$ cat src/include/ntm_settings.svh
/*
 * Global sizing for the NTM multiplication engine
 * Word width, Q8.8 fraction bits, loop index width, multiplier depth
 */
`ifndef NTM_SETTINGS_SVH
`define NTM_SETTINGS_SVH

// Operand and result word, Q8.8 signed
`define NTM_DATA_SIZE 16

// Fraction bits of the fixed-point format
`define NTM_FRAC_BITS 8

// One dimension or loop index, dims 1..15
`define NTM_CONTROL_SIZE 4

// Register stages inside the multiplier
`define NTM_MUL_STAGES 2

`endif

$ cat src/hw/ntm_stream_pkg.sv
/*
 * Stream payload types
 * Q8.8 word, operand pair, rounded product, tagged result
 */
`include "ntm_settings.svh"

package ntm_stream_pkg;

  // Signed Q8.8 word
  typedef logic signed [`NTM_DATA_SIZE-1:0] ntm_data_t;

  // A and B joined for the multiplier
  typedef struct packed {
    ntm_data_t a;
    ntm_data_t b;
  } operand_pair_t;

  // Rounded and clamped product
  typedef struct packed {
    ntm_data_t value;
    logic      saturated;
  } product_t;

  // Product plus end-of-loop tags
  typedef struct packed {
    product_t product;
    logic     end_scalar;
    logic     end_vector;
    logic     end_matrix;
  } result_t;

endpackage

$ cat src/hw/ntm_control_pkg.sv
/*
 * Job control types
 * Loop index, job dimensions, controller states
 */
`include "ntm_settings.svh"

package ntm_control_pkg;

  // One loop counter
  typedef logic [`NTM_CONTROL_SIZE-1:0] loop_index_t;

  // Rows I, vectors J, length L
  typedef struct packed {
    loop_index_t size_i;
    loop_index_t size_j;
    loop_index_t length;
  } matrix_dims_t;

  // Idle, loading, draining
  typedef enum logic [1:0] {
    CTRL_IDLE = 2'd0,
    CTRL_RUN  = 2'd1,
    CTRL_DONE = 2'd2
  } ctrl_state_t;

endpackage

$ cat src/hw/stream_skid_buffer.sv
/*
 * Two-entry skid buffer for a valid/ready stream
 * Payload type is a parameter, ready towards the source is registered
 */
`timescale 1ns/1ps

module stream_skid_buffer #(
  parameter type payload_t = logic
) (
  input  logic     CLK,
  input  logic     RST,
  input  logic     in_valid,
  input  payload_t in_data,
  output logic     in_ready,
  output logic     out_valid,
  output payload_t out_data,
  input  logic     out_ready
);

  // Skid entry, holds the beat taken while the output stalls
  logic     skid_valid;
  payload_t skid_data;

  logic in_fire;
  logic main_free;
  logic skid_valid_n;

  assign in_fire   = in_valid & in_ready;
  // Main register can take a new beat
  assign main_free = ~out_valid | out_ready;

  // Skid fills only on a stalled output, drains into main first
  assign skid_valid_n = main_free ? 1'b0 : (skid_valid | in_fire);

  always_ff @(posedge CLK or posedge RST) begin
    if (RST) begin
      out_valid  <= 1'b0;
      skid_valid <= 1'b0;
      in_ready   <= 1'b0;
    end else begin
      if (main_free) begin
        out_valid <= skid_valid | in_fire;
      end
      skid_valid <= skid_valid_n;
      // Registered ready, one spare beat covers the delay
      in_ready   <= ~skid_valid_n;
    end
  end

  // Payload, no reset
  always_ff @(posedge CLK) begin
    if (main_free) begin
      out_data <= skid_valid ? skid_data : in_data;
    end
    if (!main_free && in_fire) begin
      skid_data <= in_data;
    end
  end

endmodule

$ cat src/hw/matrix_operand_loader.sv
/*
 * Operand loader
 * Holds A and B separately, offers them as one pair
 */
`timescale 1ns/1ps

module matrix_operand_loader (
  input  logic                          CLK,
  input  logic                          RST,
  input  logic                          load_enable,
  input  logic                          a_valid,
  input  logic                          b_valid,
  input  ntm_stream_pkg::ntm_data_t     a_data,
  input  ntm_stream_pkg::ntm_data_t     b_data,
  output logic                          a_ready,
  output logic                          b_ready,
  output logic                          pair_valid,
  output ntm_stream_pkg::operand_pair_t pair_data,
  input  logic                          pair_ready,
  output logic                          pair_fire
);

  import ntm_stream_pkg::*;

  ////////////////////////////////////////////////////////////////////////////
  // Operand registers
  ////////////////////////////////////////////////////////////////////////////

  ntm_data_t a_q;
  ntm_data_t b_q;
  logic      a_full;
  logic      b_full;

  // Each side takes one word per pair, any order
  assign a_ready = load_enable & ~a_full;
  assign b_ready = load_enable & ~b_full;

  // Pair offered once both sides hold a word
  assign pair_valid = a_full & b_full;
  assign pair_data  = '{a: a_q, b: b_q};
  assign pair_fire  = pair_valid & pair_ready;

  always_ff @(posedge CLK or posedge RST) begin
    if (RST) begin
      a_full <= 1'b0;
      b_full <= 1'b0;
    end else if (pair_fire) begin
      // Both slots free again
      a_full <= 1'b0;
      b_full <= 1'b0;
    end else begin
      if (a_valid && a_ready) begin
        a_full <= 1'b1;
      end
      if (b_valid && b_ready) begin
        b_full <= 1'b1;
      end
    end
  end

  // Operand words
  always_ff @(posedge CLK) begin
    if (a_valid && a_ready) begin
      a_q <= a_data;
    end
    if (b_valid && b_ready) begin
      b_q <= b_data;
    end
  end

endmodule

$ cat src/hw/vector_multiplication.sv
/*
 * Q8.8 multiplier, two stages
 * Full product, then round half-up and saturate, whole pipe stalls together
 */
`timescale 1ns/1ps
`include "ntm_settings.svh"

module vector_multiplication (
  input  logic                          CLK,
  input  logic                          RST,
  input  logic                          in_valid,
  input  ntm_stream_pkg::operand_pair_t in_data,
  output logic                          in_ready,
  output logic                          out_valid,
  output ntm_stream_pkg::product_t      out_data,
  input  logic                          out_ready
);

  import ntm_stream_pkg::*;

  ////////////////////////////////////////////////////////////////////////////
  // Constants
  ////////////////////////////////////////////////////////////////////////////

  localparam int PROD_W   = 2 * `NTM_DATA_SIZE;
  // Half an output LSB
  localparam int HALF_LSB = 1 << (`NTM_FRAC_BITS - 1);
  localparam int MAX_VAL  = (1 << (`NTM_DATA_SIZE - 1)) - 1;
  localparam int MIN_VAL  = -(1 << (`NTM_DATA_SIZE - 1));

  ////////////////////////////////////////////////////////////////////////////
  // Signals
  ////////////////////////////////////////////////////////////////////////////

  // Stage 1
  logic                     prod_valid;
  logic signed [PROD_W-1:0] prod_q;

  // Stage 2 inputs
  logic signed [PROD_W-1:0] rounded;
  ntm_data_t                sat_value;
  logic                     sat_flag;

  logic stall;

  // Freeze everything while the result waits
  assign stall    = out_valid & ~out_ready;
  assign in_ready = ~stall;

  ////////////////////////////////////////////////////////////////////////////
  // Round and clamp
  ////////////////////////////////////////////////////////////////////////////

  // Arithmetic shift keeps the sign
  assign rounded = (prod_q + PROD_W'(HALF_LSB)) >>> `NTM_FRAC_BITS;

  always_comb begin
    sat_flag = 1'b1;
    if (rounded > PROD_W'(MAX_VAL)) begin
      sat_value = ntm_data_t'(MAX_VAL);
    end else if (rounded < PROD_W'(MIN_VAL)) begin
      sat_value = ntm_data_t'(MIN_VAL);
    end else begin
      // In range
      sat_value = rounded[`NTM_DATA_SIZE-1:0];
      sat_flag  = 1'b0;
    end
  end

  ////////////////////////////////////////////////////////////////////////////
  // Pipeline registers
  ////////////////////////////////////////////////////////////////////////////

  always_ff @(posedge CLK or posedge RST) begin
    if (RST) begin
      prod_valid <= 1'b0;
      out_valid  <= 1'b0;
    end else if (!stall) begin
      prod_valid <= in_valid;
      out_valid  <= prod_valid;
    end
  end

  always_ff @(posedge CLK) begin
    if (!stall) begin
      // Sign-extended operands, full 32-bit product
      prod_q   <= PROD_W'(in_data.a) * PROD_W'(in_data.b);
      out_data <= '{value: sat_value, saturated: sat_flag};
    end
  end

endmodule

$ cat src/hw/matrix_multiplication_ctrl.sv
/*
 * Job controller
 * Start and ready handling, load and result loop counters, end-of-loop tags
 */
`timescale 1ns/1ps
`include "ntm_settings.svh"

module matrix_multiplication_ctrl (
  input  logic                          CLK,
  input  logic                          RST,
  input  logic                          start,
  input  ntm_control_pkg::matrix_dims_t dims,
  output logic                          ready,
  output logic                          load_enable,
  input  logic                          pair_fire,
  input  logic                          prod_valid,
  input  ntm_stream_pkg::product_t      prod_data,
  output logic                          prod_ready,
  output logic                          res_valid,
  output ntm_stream_pkg::result_t       res_data,
  input  logic                          res_ready
);

  import ntm_stream_pkg::*;
  import ntm_control_pkg::*;

  // Pairs past the loader but not yet tagged, input buffer plus multiplier
  localparam int IN_FLIGHT_MAX = `NTM_MUL_STAGES + 2;
  localparam int IN_FLIGHT_W   = $clog2(IN_FLIGHT_MAX + 1);

  ////////////////////////////////////////////////////////////////////////////
  // Signals
  ////////////////////////////////////////////////////////////////////////////

  ctrl_state_t  state_q;
  matrix_dims_t dims_q;

  // Positions in i/j/l order, same layout as the dims
  matrix_dims_t load_pos;
  matrix_dims_t res_pos;

  logic [IN_FLIGHT_W-1:0] in_flight;

  logic start_ok;
  logic last_load;
  logic busy;
  logic res_fire;
  logic end_scalar;
  logic end_vector;
  logic end_matrix;

  // Advance i/j/l like three nested loops
  function automatic matrix_dims_t step_pos(matrix_dims_t pos, matrix_dims_t lim);
    matrix_dims_t nxt;
    nxt = pos;
    if (pos.length == lim.length - 1'b1) begin
      nxt.length = '0;
      if (pos.size_j == lim.size_j - 1'b1) begin
        nxt.size_j = '0;
        nxt.size_i = pos.size_i + 1'b1;
      end else begin
        nxt.size_j = pos.size_j + 1'b1;
      end
    end else begin
      nxt.length = pos.length + 1'b1;
    end
    return nxt;
  endfunction

  ////////////////////////////////////////////////////////////////////////////
  // Control decode
  ////////////////////////////////////////////////////////////////////////////

  // Zero dimensions never start a job
  assign start_ok = start && (state_q == CTRL_IDLE) && (dims.size_i != '0) &&
                    (dims.size_j != '0) && (dims.length != '0);

  assign last_load = (load_pos.size_i == dims_q.size_i - 1'b1) &&
                     (load_pos.size_j == dims_q.size_j - 1'b1) &&
                     (load_pos.length == dims_q.length - 1'b1);

  // Loading window, held back while the pipe is full
  assign load_enable = (state_q == CTRL_RUN) && (in_flight < IN_FLIGHT_W'(IN_FLIGHT_MAX));

  ////////////////////////////////////////////////////////////////////////////
  // Result tagging
  ////////////////////////////////////////////////////////////////////////////

  assign busy = (state_q != CTRL_IDLE);

  // Tags straight from the result counters
  assign end_scalar = (res_pos.length == dims_q.length - 1'b1);
  assign end_vector = end_scalar && (res_pos.size_j == dims_q.size_j - 1'b1);
  assign end_matrix = end_vector && (res_pos.size_i == dims_q.size_i - 1'b1);

  assign res_valid  = prod_valid & busy;
  assign prod_ready = res_ready & busy;
  assign res_fire   = res_valid & res_ready;
  assign res_data   = '{product: prod_data, end_scalar: end_scalar,
                        end_vector: end_vector, end_matrix: end_matrix};

  ////////////////////////////////////////////////////////////////////////////
  // State and counters
  ////////////////////////////////////////////////////////////////////////////

  always_ff @(posedge CLK or posedge RST) begin
    if (RST) begin
      state_q   <= CTRL_IDLE;
      ready     <= 1'b0;
      load_pos  <= '0;
      res_pos   <= '0;
      in_flight <= '0;
    end else begin
      if (pair_fire) begin
        load_pos <= step_pos(load_pos, dims_q);
      end
      if (res_fire) begin
        res_pos <= step_pos(res_pos, dims_q);
      end

      // Pair in, product out
      case ({pair_fire, res_fire})
        2'b10:   in_flight <= in_flight + 1'b1;
        2'b01:   in_flight <= in_flight - 1'b1;
        default: in_flight <= in_flight;
      endcase

      case (state_q)
        CTRL_IDLE: begin
          if (start_ok) begin
            ready    <= 1'b0;
            load_pos <= '0;
            res_pos  <= '0;
            state_q  <= CTRL_RUN;
          end
        end
        CTRL_RUN: begin
          // Last pair out of the loader
          if (pair_fire && last_load) begin
            state_q <= CTRL_DONE;
          end
        end
        CTRL_DONE: begin
          // Drain until the end-of-matrix result leaves
          if (res_fire && end_matrix) begin
            ready   <= 1'b1;
            state_q <= CTRL_IDLE;
          end
        end
        default: state_q <= CTRL_IDLE;
      endcase
    end
  end

  // Job dimensions
  always_ff @(posedge CLK) begin
    if (start_ok) begin
      dims_q <= dims;
    end
  end

endmodule

$ cat src/hw/accelerator_matrix_multiplication.sv
/*
 * Top level of the element-wise multiplication engine
 * Loader, input buffer, multiplier, controller, output buffer
 */
`timescale 1ns/1ps

module accelerator_matrix_multiplication (
  input  logic                          CLK,
  input  logic                          RST,
  input  logic                          start,
  input  ntm_control_pkg::matrix_dims_t dims,
  output logic                          ready,
  input  logic                          a_valid,
  input  ntm_stream_pkg::ntm_data_t     a_data,
  output logic                          a_ready,
  input  logic                          b_valid,
  input  ntm_stream_pkg::ntm_data_t     b_data,
  output logic                          b_ready,
  output logic                          res_valid,
  output ntm_stream_pkg::result_t       res_data,
  input  logic                          res_ready
);

  import ntm_stream_pkg::*;

  ////////////////////////////////////////////////////////////////////////////
  // Internal streams
  ////////////////////////////////////////////////////////////////////////////

  // Loader to input buffer
  logic          pair_valid;
  operand_pair_t pair_data;
  logic          pair_ready;
  logic          pair_fire;
  logic          load_enable;

  // Input buffer to multiplier
  logic          op_valid;
  operand_pair_t op_data;
  logic          op_ready;

  // Multiplier to controller
  logic          prod_valid;
  product_t      prod_data;
  logic          prod_ready;

  // Controller to output buffer
  logic          tag_valid;
  result_t       tag_data;
  logic          tag_ready;

  ////////////////////////////////////////////////////////////////////////////
  // Instances
  ////////////////////////////////////////////////////////////////////////////

  matrix_operand_loader loader_i (
    .CLK        (CLK),
    .RST        (RST),
    .load_enable(load_enable),
    .a_valid    (a_valid),
    .b_valid    (b_valid),
    .a_data     (a_data),
    .b_data     (b_data),
    .a_ready    (a_ready),
    .b_ready    (b_ready),
    .pair_valid (pair_valid),
    .pair_data  (pair_data),
    .pair_ready (pair_ready),
    .pair_fire  (pair_fire)
  );

  stream_skid_buffer #(
    .payload_t(operand_pair_t)
  ) in_buffer_i (
    .CLK      (CLK),
    .RST      (RST),
    .in_valid (pair_valid),
    .in_data  (pair_data),
    .in_ready (pair_ready),
    .out_valid(op_valid),
    .out_data (op_data),
    .out_ready(op_ready)
  );

  vector_multiplication multiplier_i (
    .CLK      (CLK),
    .RST      (RST),
    .in_valid (op_valid),
    .in_data  (op_data),
    .in_ready (op_ready),
    .out_valid(prod_valid),
    .out_data (prod_data),
    .out_ready(prod_ready)
  );

  matrix_multiplication_ctrl ctrl_i (
    .CLK        (CLK),
    .RST        (RST),
    .start      (start),
    .dims       (dims),
    .ready      (ready),
    .load_enable(load_enable),
    .pair_fire  (pair_fire),
    .prod_valid (prod_valid),
    .prod_data  (prod_data),
    .prod_ready (prod_ready),
    .res_valid  (tag_valid),
    .res_data   (tag_data),
    .res_ready  (tag_ready)
  );

  // Result port buffer
  stream_skid_buffer #(
    .payload_t(result_t)
  ) out_buffer_i (
    .CLK      (CLK),
    .RST      (RST),
    .in_valid (tag_valid),
    .in_data  (tag_data),
    .in_ready (tag_ready),
    .out_valid(res_valid),
    .out_data (res_data),
    .out_ready(res_ready)
  );

endmodule

$ cat config.mk
export PLATFORM = sky130hd
export DESIGN_NAME = accelerator_matrix_multiplication
export DESIGN_NICKNAME = d
export VERILOG_FILES = /design/src/hw/ntm_stream_pkg.sv /design/src/hw/ntm_control_pkg.sv /design/src/hw/stream_skid_buffer.sv /design/src/hw/matrix_operand_loader.sv /design/src/hw/vector_multiplication.sv /design/src/hw/matrix_multiplication_ctrl.sv /design/src/hw/accelerator_matrix_multiplication.sv
export VERILOG_INCLUDE_DIRS = /design/src /design/src/include
export SDC_FILE = /design/constraint.sdc
export NUM_CORES = 1
export LEC_CHECK = 0
export BUFFER_PORTS_ARGS = -buffer_cell sky130_fd_sc_hd__buf_4
export CELL_PAD_IN_SITES_DETAIL_PLACEMENT = 0
export CELL_PAD_IN_SITES_GLOBAL_PLACEMENT = 1
export CORE_UTILIZATION = 50
export CTS_CLUSTER_SIZE = 8
export DETAILED_ROUTE_END_ITERATION = 16
export GPL_TIMING_DRIVEN = 0
export PLACE_DENSITY = 0.79
export SLEW_MARGIN = 20
export SYNTH_ARGS = -nofsm -noshare
export SYNTH_HDL_FRONTEND = slang
export SYNTH_SLANG_ARGS = --single-unit
$ cat constraint.sdc
create_clock -name CLK -period 8.7 [get_ports CLK]
set_input_delay 2.175 -clock CLK [delete_from_list [all_inputs] [get_ports CLK]]
set_output_delay 2.175 -clock CLK [all_outputs]
set_load 0.01 [all_outputs]
==> out/results.txt <==
status = completed
Fillers = 3062
DP HPWL = 30.3 mm
most frequent cells in the layout = inv_1, fa_1, edfxtp_1, nand2_1, and2_1
final setup violating endpoints = 0
CP Cell Sequence = clkbuf_1 > nand2_1 > inv_1 > fa_1 > inv_1 > fa_1 > inv_1 > fa_1 > fa_1 > fa_1 > inv_1 > fa_1 > inv_1 > ha_1 > a2111oi_2 > o221ai_1 > o21ai_0 > or2_2 > o311ai_4 > and3_1 > o311a_1 > a311o_1
Die Y = 196 um
# H-tree levels = 2
CP Capture Type = register
Required @ worst endpoint = 8930 ps
Rows = 70
post-layout minimum cycle time = 7350 ps
largest net degree at the start of global routing = 35
Post-Synth XOR/XNOR Area = 4.72%
FFs w/ async S/R, synth = 17.4%
Cell Area, Synth = 0.0189 mm2
Synth cell types = 56
vias in the first global route = 12500
CTS Buf Count = 35
Area Overhead vs Synth = 12.0%
final hold vios = 0
Worst EP arrival = 7580 ps
post-cts resize count = 0
WL per Instance = 16.3 um
Mean Syn Cell Area = 11.5 um2
cell taking the most area after synthesis = edfxtp_1
placed insts = 2231
Synth Area in Simple Gates = 11.6%
Post-CTS Setup Bufs = 0
crit-path max cell delay = 540 ps
Max-Cap Viols = 0
Slowest-stage cell, CP = fa_1
cell count after synthesis = 1649
hold path depth = 0
fin area = 0.0212 mm2
gpl congestion = 0.893
fin crit share = 84.5%
Initial Util = 51.3%
via/cell ratio = 4.98
crit path max fanout = 10
first-pass GRT wire length = 63.2 mm
Ys Warns = 0
DR DRC count = 0
IO Port Bufs = 73
RSZ-0062 raised after global routing = no
commonest non-fill, non-tap cell in the layout = inv_1
CTS max path bufs = 3
Syn Nets = 2051
f_max = 0.136 GHz
Yosys top cell area share = 30.2%
clk_skew = 23.3 ps
largest family of logic cells by synthesized area = adder cells
Ports = 74
Slew Viols, Final = 0
slew margin rel. = 26.5%
FF-to-FF End = multiplier_i.prod_q[30]
mux cell area share after synthesis = 3.30%
core area = 0.0369 mm2
HP Start = loader_i.a_q[0]
clk_lat worst skew = 510 ps
Starting DRT DRC Count = 534
worst setup path class = register to register
Worst Tran Pin Value = 1100 ps
Top delay family on crit path = adder cells
hold buffers post-CTS = 0
fin nets = 2166
Main synth FF type = edfxtp_1
setup TNS = 0 ps
overall global routing resource usage = 21.0%
sequential cell area = 0.00671 mm2
EDFF count, synth = 190
drt pass-1 iters = 6
dpl cell area = 0.0202 mm2
GR Overflow Total = 0
Adder-Cell Fraction of Synth Area = 33.7%
CP Buf/Inv Count = 6
initial antenna violation count = 0
vias = 11400
Setup crit start kind = register
area of the multi-input gates = 0.0107 mm2
Antenna diodes = 0
root buffer cell = clkbuf_16
TritonCTS clock tree = yes
DIE AREA = 0.0386 mm2
Hold Path Sink = in_buffer_i.skid_data[16]
Worst Hold Class = register to register
final cell count without fillers = 2279
Reg clk slew, reported paths = 50 ps
top cells by area, synth = edfxtp_1, fa_1, inv_1
area fraction in compound gates after synthesis = 3.29%
share of cells above drive strength 1 = 12.1%
Total Routed Length = 37.2 mm
Layout Utilization = 57.5%
sequential element share of the synthesized area = 35.5%
cells on worst reg2reg path = 22
reg-to-reg slack, setup = 1350 ps
synthesized flop and latch total = 230
RR Startpoint = in_buffer_i.out_data[1]
Crit path top cell by count = fa_1
DIE WIDTH = 196 um
CTS Sinks = 230
post-route ant nets = 0
[worst register-to-register path, delay by kind of cell, from the launching register on]
family | cells | cell delay [ps]
DFF | 1 | 490
adders and majority gates | 7 | 3280
and+or+nand+nor | 3 | 620
buffers and inverters | 6 | 1030
AOI/OAI and AO/OA | 6 | 1680
[through the flow]
| stage | hold WS [ps] | setup WS (ps) |
|---|---|---|
| after floorplan | 422 | 2340 |
| after global placement | 427 | 1440 |
| after detailed placement | 433 | 1410 |
| after CTS | 444 | 1400 |
| after global routing | 453 | 1120 |
| final | 442 | 1350 |
[flip-flops by register name, indices dropped and copies added, names as in the netlist, 2 cells and up]
register and cells:
ctrl_i.dims_q 12, in_buffer_i.skid_data 32, out_buffer_i.out_data 20, loader_i.a_q 16, in_buffer_i.out_data 32, ctrl_i.state_q 2, ctrl_i.in_flight 3, loader_i.b_q 16
ctrl_i.load_pos 12, out_buffer_i.skid_data 20, multiplier_i.prod_q 25, multiplier_i.out_data 17, ctrl_i.res_pos 12
[logic make-up (layout without fill, tap and decap cells)]
group                      count (synthesis)  after routing
muxes                                     56             56
DFF                                      230            230
adders and majority gates                352            352
and+or+nand+nor                          430            430
AOI/OAI and AO/OA                         85             85
buffers and inverters                    395            521
xor gates and xnor gates                 101            101
[area by class of cell]
type | instances | share of cell area (%)
well taps | 504 | 2.98
clock buffers | 44 | 4.44
multi-input cells | 1024 | 50.6
repair buffers | 78 | 3.05
flip-flops and latches | 230 | 31.7
inverters | 351 | 6.22
plain buffers | 44 | 0.850
clock inverters | 4 | 0.177
[worst max-delay path by stage]
| stage | start | cells past startpoint | end |
|---|---|---|---|
| after detailed placement | in_buffer_i.out_data[31] | 22 | multiplier_i.prod_q[30] |
| after floorplan | in_buffer_i.out_data[31] | 19 | multiplier_i.prod_q[30] |
| after global routing | in_buffer_i.out_data[5] | 19 | multiplier_i.prod_q[30] |
| after global placement | in_buffer_i.out_data[31] | 22 | multiplier_i.prod_q[30] |
| after CTS | in_buffer_i.out_data[1] | 22 | multiplier_i.prod_q[30] |
| final | in_buffer_i.out_data[1] | 22 | multiplier_i.prod_q[30] |
[per-layer routing]
metal	wire, um	GRT usage, %	vias to the layer above
met4	903	6.05	0
met2	17900	35.5	278
met1	16400	27.9	5630
met5	0	0	-
li1	-	-	5386
met3	2020	3.75	66
[synthesized netlist by cell type, types with 2 or more instances]
| master | count |
|---|---|
| a211oi_1 | 2 |
| a21o_1 | 6 |
| a21oi_1 | 18 |
| and2_1 | 122 |
| and3_1 | 5 |
| buf_6 | 2 |
| clkbuf_1 | 41 |
| dfrtp_1 | 40 |
| edfxtp_1 | 190 |
| fa_1 | 262 |
| ha_1 | 90 |
| inv_1 | 351 |
| mux2_2 | 51 |
| mux2i_1 | 5 |
| nand2_1 | 147 |
| nand2b_1 | 10 |
| nand3_1 | 23 |
| nand4_1 | 16 |
| nand4_2 | 2 |
| nor2_1 | 63 |
| nor3_1 | 12 |
| nor3_2 | 3 |
| nor3_4 | 3 |
| nor4_1 | 5 |
| o21a_1 | 6 |
| o21ai_0 | 19 |
| o21ai_2 | 10 |
| o21bai_1 | 5 |
| o31ai_1 | 3 |
| or2_2 | 9 |
| or3_1 | 5 |
| xnor2_1 | 48 |
| xor2_1 | 52 |
Power is not shown: default switching activity piles up to over one toggle a cycle in this logic, so the estimate is an artifact.
